## config.mk

```make
export PLATFORM = sky130hd
export DESIGN_NAME = periph_top
export DESIGN_NICKNAME = d
export VERILOG_FILES = /design/src/design/periph_pkg.sv /design/src/design/periph_slot_if.sv /design/src/design/gpio_out_reg.sv /design/src/design/pin_func_mux.sv /design/src/design/periph_bus_ctrl.sv /design/src/design/periph_top.sv
export VERILOG_INCLUDE_DIRS = /design/src /design/src/design
export SDC_FILE = /design/constraint.sdc
export NUM_CORES = 1
export LEC_CHECK = 0
export CAP_MARGIN = 0
export CORE_ASPECT_RATIO = 0.75
export CORE_MARGIN = 1
export CORE_UTILIZATION = 25
export CTS_CLUSTER_SIZE = 20
export DETAILED_ROUTE_END_ITERATION = 12
export DONT_BUFFER_PORTS = 1
export GPL_ROUTABILITY_DRIVEN = 0
export PLACE_DENSITY_LB_ADDON = 0.08
export SLEW_MARGIN = 20
export SYNTH_ARGS = -nofsm -noshare
export SYNTH_HDL_FRONTEND = slang
export SYNTH_SLANG_ARGS = --single-unit
```

## constraint.sdc

```tcl
create_clock -name clk -period 5.55 [get_ports clk]
set_input_delay 0.555 -clock clk [delete_from_list [all_inputs] [get_ports clk]]
set_output_delay 0.555 -clock clk [all_outputs]
set_load 0.01 [all_outputs]
```

## src/design/periph_defines.svh

```systemverilog
`ifndef PERIPH_DEFINES_SVH
`define PERIPH_DEFINES_SVH

// Bus widths
`define PERI_ADDR_W 11
`define PERI_DATA_W 32
`define PERI_OFS_W 6

// User slot numbers
`define PERI_SLOT_GPIO 1
// UART slot is not populated here, only used as a pin select reset code
`define PERI_SLOT_UART 2

// GPIO slot register offsets
`define GPIO_OFS_OUT 6'h00
`define GPIO_OFS_IN 6'h04
// Pin i function select sits at base + 4*i
`define GPIO_OFS_FUNC_BASE 6'h20

// Number of output pins
`define PIN_COUNT 8

`endif

```

## src/design/periph_pkg.sv

```systemverilog
`include "periph_defines.svh"

package periph_pkg;

    // Bus address and data words
    typedef logic [`PERI_ADDR_W-1:0] addr_t;
    typedef logic [`PERI_DATA_W-1:0] data_t;

    // Pin and GPIO data byte
    typedef logic [`PIN_COUNT-1:0] byte_t;

    // Register offset inside one 64-byte user slot
    typedef logic [`PERI_OFS_W-1:0] slot_ofs_t;

    // Pin function code
    // Bit 4 picks the byte window, bits 3:0 the slot number
    typedef logic [4:0] func_sel_t;

    // Request size code from the core, SZ_NONE means idle
    typedef enum logic [1:0] {
        SZ_BYTE = 2'd0,
        SZ_HALF = 2'd1,
        SZ_WORD = 2'd2,
        SZ_NONE = 2'd3
    } acc_size_e;

endpackage

```

## src/design/periph_slot_if.sv

```systemverilog
`timescale 1ns/1ps

interface periph_slot_if;

    import periph_pkg::*;

    // Register offset within the slot
    slot_ofs_t ofs;

    // Low byte of the write data, only the low byte is ever stored
    byte_t     wdata;

    // Write strobe, already gated by the slot decode
    logic      wr;

    // Combinational read data, zero off the slot's registers
    data_t     rdata;

    // Bus controller side
    modport ctrl (
        output ofs,
        output wdata,
        output wr,
        input  rdata
    );

    // Register slot side
    modport slot (
        input  ofs,
        input  wdata,
        input  wr,
        output rdata
    );

endinterface

```

## src/design/gpio_out_reg.sv

```systemverilog
`timescale 1ns/1ps
`include "periph_defines.svh"

module gpio_out_reg (
    input  logic              clk,
    input  logic              rst_n,
    input  periph_pkg::byte_t i_ui_in,
    periph_slot_if.slot       bus,
    output periph_pkg::byte_t o_gpio_out
);

    import periph_pkg::*;

    byte_t gpio_q;
    logic  out_hit;
    logic  in_hit;

    // Register decode inside the slot
    assign out_hit = (bus.ofs == slot_ofs_t'(`GPIO_OFS_OUT));
    assign in_hit  = (bus.ofs == slot_ofs_t'(`GPIO_OFS_IN));

    // Output byte register
    always_ff @(posedge clk) begin
        if (!rst_n) begin
            gpio_q <= '0;
        end else if (bus.wr && out_hit) begin
            gpio_q <= bus.wdata;
        end
    end

    assign o_gpio_out = gpio_q;

    // Readback of the output byte and the raw input pins
    always_comb begin
        if (out_hit) begin
            bus.rdata = data_t'(gpio_q);
        end else if (in_hit) begin
            bus.rdata = data_t'(i_ui_in);
        end else begin
            bus.rdata = '0;
        end
    end

endmodule

```

## src/design/pin_func_mux.sv

```systemverilog
`timescale 1ns/1ps
`include "periph_defines.svh"

module pin_func_mux (
    input  logic              clk,
    input  logic              rst_n,
    periph_slot_if.slot       bus,
    input  periph_pkg::byte_t i_gpio_out,
    output periph_pkg::byte_t o_uo_out
);

    import periph_pkg::*;

    localparam int PIN_IDX_W = $clog2(`PIN_COUNT);

    func_sel_t             func_q [`PIN_COUNT];
    slot_ofs_t             func_rel;
    logic [PIN_IDX_W-1:0]  func_idx;
    logic                  func_hit;

    // Offset relative to the first select register
    assign func_rel = bus.ofs - slot_ofs_t'(`GPIO_OFS_FUNC_BASE);

    // Word aligned offsets from the base up to the slot end
    assign func_hit = (bus.ofs >= slot_ofs_t'(`GPIO_OFS_FUNC_BASE)) &&
                      (func_rel[1:0] == 2'b00);
    assign func_idx = func_rel[PIN_IDX_W+1:2];

    // One select register per pin
    // Pins 0 and 1 come up on the UART slot, the rest on GPIO
    always_ff @(posedge clk) begin
        for (int i = 0; i < `PIN_COUNT; i++) begin
            if (!rst_n) begin
                if (i < 2) begin
                    func_q[i] <= func_sel_t'(`PERI_SLOT_UART);
                end else begin
                    func_q[i] <= func_sel_t'(`PERI_SLOT_GPIO);
                end
            end else if (bus.wr && func_hit && (func_idx == i)) begin
                func_q[i] <= bus.wdata[4:0];
            end
        end
    end

    // Readback of the addressed select code
    always_comb begin
        if (func_hit) begin
            bus.rdata = data_t'(func_q[func_idx]);
        end else begin
            bus.rdata = '0;
        end
    end

    // Per-pin output mux
    // Only the GPIO slot is populated, every other source drives low
    always_comb begin
        for (int i = 0; i < `PIN_COUNT; i++) begin
            if (func_q[i] == func_sel_t'(`PERI_SLOT_GPIO)) begin
                o_uo_out[i] = i_gpio_out[i];
            end else begin
                o_uo_out[i] = 1'b0;
            end
        end
    end

endmodule

```

## src/design/periph_bus_ctrl.sv

```systemverilog
`timescale 1ns/1ps
`include "periph_defines.svh"

module periph_bus_ctrl (
    input  logic                  clk,
    input  logic                  rst_n,
    input  periph_pkg::addr_t     i_addr,
    input  periph_pkg::data_t     i_data,
    input  periph_pkg::acc_size_e i_write_n,
    input  periph_pkg::acc_size_e i_read_n,
    input  logic                  i_read_complete,
    periph_slot_if.ctrl           gpio_bus,
    periph_slot_if.ctrl           func_bus,
    output periph_pkg::data_t     o_data,
    output logic                  o_data_ready
);

    import periph_pkg::*;

    localparam int SLOT_NUM_W = `PERI_ADDR_W - 1 - `PERI_OFS_W;

    logic                  write_req;
    logic                  read_req;
    logic                  byte_win;
    logic [SLOT_NUM_W-1:0] user_slot;
    logic                  gpio_sel;
    data_t                 rd_comb;
    data_t                 data_q;
    logic                  hold_q;
    logic                  ready_q;

    assign write_req = (i_write_n != SZ_NONE);
    assign read_req  = (i_read_n != SZ_NONE);

    // Top address bit selects the byte window, next four the user slot
    assign byte_win  = i_addr[`PERI_ADDR_W-1];
    assign user_slot = i_addr[`PERI_ADDR_W-2:`PERI_OFS_W];
    assign gpio_sel  = !byte_win && (user_slot == SLOT_NUM_W'(`PERI_SLOT_GPIO));

    // Both register blocks live in slot 1 and see the same offset
    assign gpio_bus.ofs   = i_addr[`PERI_OFS_W-1:0];
    assign gpio_bus.wdata = i_data[7:0];
    assign gpio_bus.wr    = write_req && gpio_sel;

    assign func_bus.ofs   = i_addr[`PERI_OFS_W-1:0];
    assign func_bus.wdata = i_data[7:0];
    assign func_bus.wr    = write_req && gpio_sel;

    // Slot read data, each block returns zero off its own registers
    // Empty slots and the byte window read as zero
    assign rd_comb = gpio_sel ? (gpio_bus.rdata | func_bus.rdata) : '0;

    // Hold and ready control
    always_ff @(posedge clk) begin
        if (!rst_n) begin
            hold_q  <= 1'b0;
            ready_q <= 1'b0;
        end else begin
            if (i_read_complete) begin
                hold_q <= 1'b0;
            end
            if (!hold_q && read_req) begin
                hold_q <= 1'b1;
            end
            // All slots answer at once, so ready just follows the request
            ready_q <= read_req;
        end
    end

    // Read word is captured once and then held until the core takes it
    always_ff @(posedge clk) begin
        if (!hold_q && read_req) begin
            data_q <= rd_comb;
        end
    end

    assign o_data       = data_q;
    assign o_data_ready = ready_q || write_req;

endmodule

```

## src/design/periph_top.sv

```systemverilog
`timescale 1ns/1ps

module periph_top (
    input  logic                  clk,
    input  logic                  rst_n,

    // Pins
    input  periph_pkg::byte_t     i_ui_in,
    output periph_pkg::byte_t     o_uo_out,

    // Request from the core
    input  periph_pkg::addr_t     i_addr,
    input  periph_pkg::data_t     i_data,
    input  periph_pkg::acc_size_e i_write_n,
    input  periph_pkg::acc_size_e i_read_n,

    // Read return
    output periph_pkg::data_t     o_data,
    output logic                  o_data_ready,
    input  logic                  i_read_complete
);

    import periph_pkg::*;

    byte_t gpio_out;

    // One link per register block in slot 1
    periph_slot_if gpio_bus ();
    periph_slot_if func_bus ();

    periph_bus_ctrl u_bus_ctrl (
        .clk             (clk),
        .rst_n           (rst_n),
        .i_addr          (i_addr),
        .i_data          (i_data),
        .i_write_n       (i_write_n),
        .i_read_n        (i_read_n),
        .i_read_complete (i_read_complete),
        .gpio_bus        (gpio_bus.ctrl),
        .func_bus        (func_bus.ctrl),
        .o_data          (o_data),
        .o_data_ready    (o_data_ready)
    );

    gpio_out_reg u_gpio (
        .clk        (clk),
        .rst_n      (rst_n),
        .i_ui_in    (i_ui_in),
        .bus        (gpio_bus.slot),
        .o_gpio_out (gpio_out)
    );

    // Function selects steer the GPIO byte onto the pins
    pin_func_mux u_pin_mux (
        .clk        (clk),
        .rst_n      (rst_n),
        .bus        (func_bus.slot),
        .i_gpio_out (gpio_out),
        .o_uo_out   (o_uo_out)
    );

endmodule

```

Word level (Yosys, flattened, before mapping)
Memory sizes are Yosys's and may differ from the RTL's.
Cells that the tools add are included.
{ "word_totals": {"mem_bits_rw": 40, "in_bits": 58, "register_bits": 42, "memories": 1, "output_inout_bits": 41} }
{ "memory_table": {"columns": ["memory", "depth", "word_bits", "read_ports", "rd_ports_with_merged_regs", "write_ports", "line", "source"], "rows": [
  ["u_pin_mux.func_q", 8, 5, 9, 0, 8, "pin_func_mux.sv:16", "func_sel_t func_q [`PIN_COUNT];"]
]} }
{ "op_classes": {"eq_ne": 19, "add_sub_neg": 1, "n_lt_le_gt_ge": 1, "n_reduce_logical": 21, "bitwise": 9, "n_mux": 46} }
{ "ops": {"columns": ["operator", "n"], "rows": [
  ["$mux 5", 9],
  ["$eq 5x1->1 const B", 8],
  ["$mux 1", 35],
  ["$mux 32", 1],
  ["$or 32x32->32", 1],
  ["$logic_and 1x1->1", 14],
  ["$eq 3x3->1 const B", 4],
  ["$mux 8", 1],
  ["$or 1x1->1", 8],
  ["$eq 3x2->1 const B", 2],
  ["$eq 6x3->1 const B", 1],
  ["$ge 6x6->1 const B", 1],
  ["$logic_not 6->1", 1],
  ["$sub 5x1->5 const B", 1],
  ["$eq 4x1->1 const B", 1],
  ["$ne 2x2->1 const B", 2],
  ["$eq 3x1->1 const B", 1],
  ["$logic_not 3->1", 1],
  ["$logic_not 1->1", 2],
  ["$logic_not 2->1", 1],
  ["$reduce_bool 2->1", 1],
  ["$logic_or 1x1->1", 1]
]} }

Depth between registers and ports, before layout
{ "depth": {"word_depth": 9, "mapped_depth": 6} }

Modules after synthesis
A second synthesis with hierarchy kept.
{ "unflattened": {"hier_cells": 425, "hier_area_um2": 4957.3} }
{ "by_module_without_submodules": {"columns": ["mod", "n_inst", "area_each_um2", "seq_area_each_um2", "cells_each"], "rows": [
  ["pin_func_mux", 1, 2497.4, 1201.2, 201],
  ["periph_bus_ctrl", 1, 1811.7, 1001.0, 143],
  ["gpio_out_reg", 1, 648.1, 160.2, 81]
]} }

Least setup slack after synthesis
Ideal clock, no wire load.
{ "synth_timing": {"kind": "input to register", "from": "input port i_addr[7]", "to": "memory u_pin_mux.func_q[3][0] (netlist name), enable pin", "path_slack_ps": 3136, "path_stages": 5, "t_arrival_ps": 2068, "t_required_ps": 5204, "cell_sequence": "or4_1 -> buf_2 -> buf_6 -> or3_4 -> o21ai_1"} }
{ "synth_rtl": {"columns": ["element", "line", "source"], "rows": [
  ["from (decl)", "periph_top.sv:12", "input periph_pkg::addr_t i_addr,"],
  ["to (decl)", "pin_func_mux.sv:16", null]
]} }

==> impl_metrics.env <==
export IMPL_ir_worst_vdd_v=0.000128
export IMPL_period_minus_slack_ps=2650
export IMPL_worst_setup_path_type="primary input to flip-flop"
export IMPL_io_pins=99
export IMPL_async_flop_share=0
export IMPL_drc=0
export IMPL_start_util=0.257
export IMPL_vias_per_cell=4.41
export IMPL_die_w_um=132
export IMPL_postCtsSetupBuffers=0
export IMPL_drt_antenna_violating_nets=0
export IMPL_synthCells=273
export IMPL_leakage_nw=1.16
export IMPL_synthFlopType="edfxtp_1"
export IMPL_synth_seq_area_share=0.522
export IMPL_critPathArrivalTime_ps=2610
export IMPL_syn_to_final_growth_pct=9.54
export IMPL_grt_first_pass_wirelength_um=12600
export IMPL_maxSlewHeadroom=0.394
export IMPL_grtUsageTotal=0.136
export IMPL_design_area_um2=3450
export IMPL_hold_viol=0
export IMPL_switchingPower_mw=0.228
export IMPL_clk_pin_slew_ps=50
export IMPL_worstPathRequired_ps=5510
export IMPL_die_h_um=99.2
export IMPL_drv_slew=0
export IMPL_p_per_area_nw_per_um2=299
export IMPL_drive_gt1_frac=0.112
export IMPL_netlist_top_cells_count="48 x edfxtp_1, 34 x and2_1, 28 x mux2i_1"
export IMPL_fin_setup_tns_ps=0
export IMPL_ctsResizeCount=0
export IMPL_drt_wirelength_per_cell_um=19.1
export IMPL_die_area_um2=13000
export IMPL_via_count=1948
export IMPL_fin_worst_skew_ps=3.90
export IMPL_diodes=0
export IMPL_cts_sinks=58
export IMPL_antenna_found_initial=0
export IMPL_intPower_mw=0.804
export IMPL_synth_most_common_cell="edfxtp_1"
export IMPL_grt_max_degree=29
export IMPL_place_hpwl_um=6370
export IMPL_min_path_cells=1
export IMPL_setup_viol=0
export IMPL_synth_edff_count=48
export IMPL_avgSynthCellArea_um2=11.5
export IMPL_drt_initial_drc_count=111
export IMPL_numCtsBuffers=9
export IMPL_yosys_top_cells_area="edfxtp_1 46%, mux2i_1 8.9%, and2_1 6.8%, dfxtp_1 6.4%, buf_4 6.0%"
export IMPL_worst_pin_slew_ps=901
export IMPL_place_area_um2=3200
export IMPL_synth_top_area_share=0.458
export IMPL_fmax_ghz=0.378
export IMPL_grt_ovfl_total=0
export IMPL_synth_area_leader_cell="edfxtp_1"
export IMPL_io_buffer_count=0
export IMPL_cts_htree_levels=3
export IMPL_cts_tree="built"
export IMPL_grt_pass1_vias=1965
export IMPL_status="complete, no violations"
export IMPL_p_seq_frac=0.490
export IMPL_crit_path_start_kind="primary input"
export IMPL_cp_max_fo=19
export IMPL_clockBufferDepth=2
export IMPL_hp_class="primary input to flip-flop"
export IMPL_yosysWarnings=0
export IMPL_reg2regPathDepth=1
export IMPL_synth_area_um2=3150
export IMPL_ys_ff_latch=58
export IMPL_dr_pass1_iters=4
export IMPL_post_route_period_util=0.477
export IMPL_clk_latency_ps=320
export IMPL_cts_root_buf="clkbuf_16"
export IMPL_rows=35
export IMPL_cts_hold_buffers=0
export IMPL_drt_wl_total_um=8440
export IMPL_crit_path_end_kind="flip-flop"
export IMPL_nets=330
export IMPL_switching_share=0.221
export IMPL_yosysUniqueCellTypes=35
export IMPL_rsz0062_at_grt="no"
export IMPL_maxCapViolCount=0
export IMPL_power_frac_clock=0.458
export IMPL_coreArea_um2=12300
export IMPL_comb_power_share=0.053
[path summary, 6_finish.rpt]
check                             from                     end  slack [ps]
setup / recovery             i_addr[7]  u_pin_mux.func_q[4][0]        2900
hold / removal                   rst_n      u_bus_ctrl.ready_q         380
setup reg to reg     u_bus_ctrl.hold_q    u_bus_ctrl.o_data[2]        4220
hold reg to reg   u_gpio.o_gpio_out[2]    u_gpio.o_gpio_out[2]         500
[power by group through the flow]
stage / clock network (mW) / logic, mW / registers (mW)
2_1_floorplan: 0 / 0.0625 / 0.508
3_3_place_gp: 0 / 0.0542 / 0.514
3_5_place_dp: 0 / 0.0544 / 0.514
4_1_cts: 0.484 / 0.0547 / 0.505
5_1_grt: 0.505 / 0.0595 / 0.507
6_report: 0.472 / 0.0543 / 0.505
[cells by family (layout without fill, tap and decap cells)]
logic type | after synthesis | count (layout) | synth area share
simple gates | 118 | 118 | 0.246
flops | 58 | 58 | 0.522
buf+inv | 35 | 15 | 0.0779
compound gates | 33 | 33 | 0.0644
mux | 28 | 28 | 0.0891
other cells | 1 | 24 | 0.00119
[critical path, cell delays in order]
cell and delay, ps:
or4_1 920, or4b_4 680, o21ai_1 440
[layout make-up]
class | count | area, um^2
clock buffers | 10 | 229
clock inverters | 5 | 22.5
fillers | 1320 | 8810
multi-input cells | 203 | 1350
flip-flops and latches | 58 | 1640
well taps | 166 | 208
[cell usage in the layout, fill, tap and decap left out, types with 8 or more instances in the layout]
master	synthesis	layout
a21oi_1	11	11
a22oi_1	13	13
and2_1	34	34
clkbuf_16	0	9
conb_1	1	24
dfxtp_1	10	10
edfxtp_1	48	48
mux2i_1	28	28
nand2_1	26	26
nand2b_1	10	10
nor3b_1	8	8
o21ai_1	8	8
or4b_2	8	8
[registers in the layout, indices dropped and copies added, names as in the netlist]
| register | flops |
|---|---|
| u_bus_ctrl.hold_q | 1 |
| u_gpio.o_gpio_out | 8 |
| u_bus_ctrl.o_data | 8 |
| u_bus_ctrl.ready_q | 1 |
| u_pin_mux.func_q | 40 |
[stage by stage]
stage / std cells / power [mW] / utilization / worst slack [ps] / hold WS (ps)
2_1_floorplan: 296 / 0.570 / - / 3140 / 443
3_3_place_gp: 427 / 0.568 / 0.261 / 2550 / 482
3_5_place_dp: 427 / 0.568 / 0.261 / 2560 / 496
4_1_cts: 442 / 1.04 / 0.281 / 2880 / 350
5_1_grt: 442 / 1.07 / 0.281 / 2780 / 372
6_report: 442 / 1.03 / 0.281 / 2900 / 376
[per-layer routing]
metal,vias to the layer above,wire length [um],track usage
met5,-,0,0
met4,0,82,0.0349
met3,8,439,0.0464
met2,53,3690,0.198
met1,939,4220,0.190
li1,948,-,-
Power figures use the tool's default switching activity.
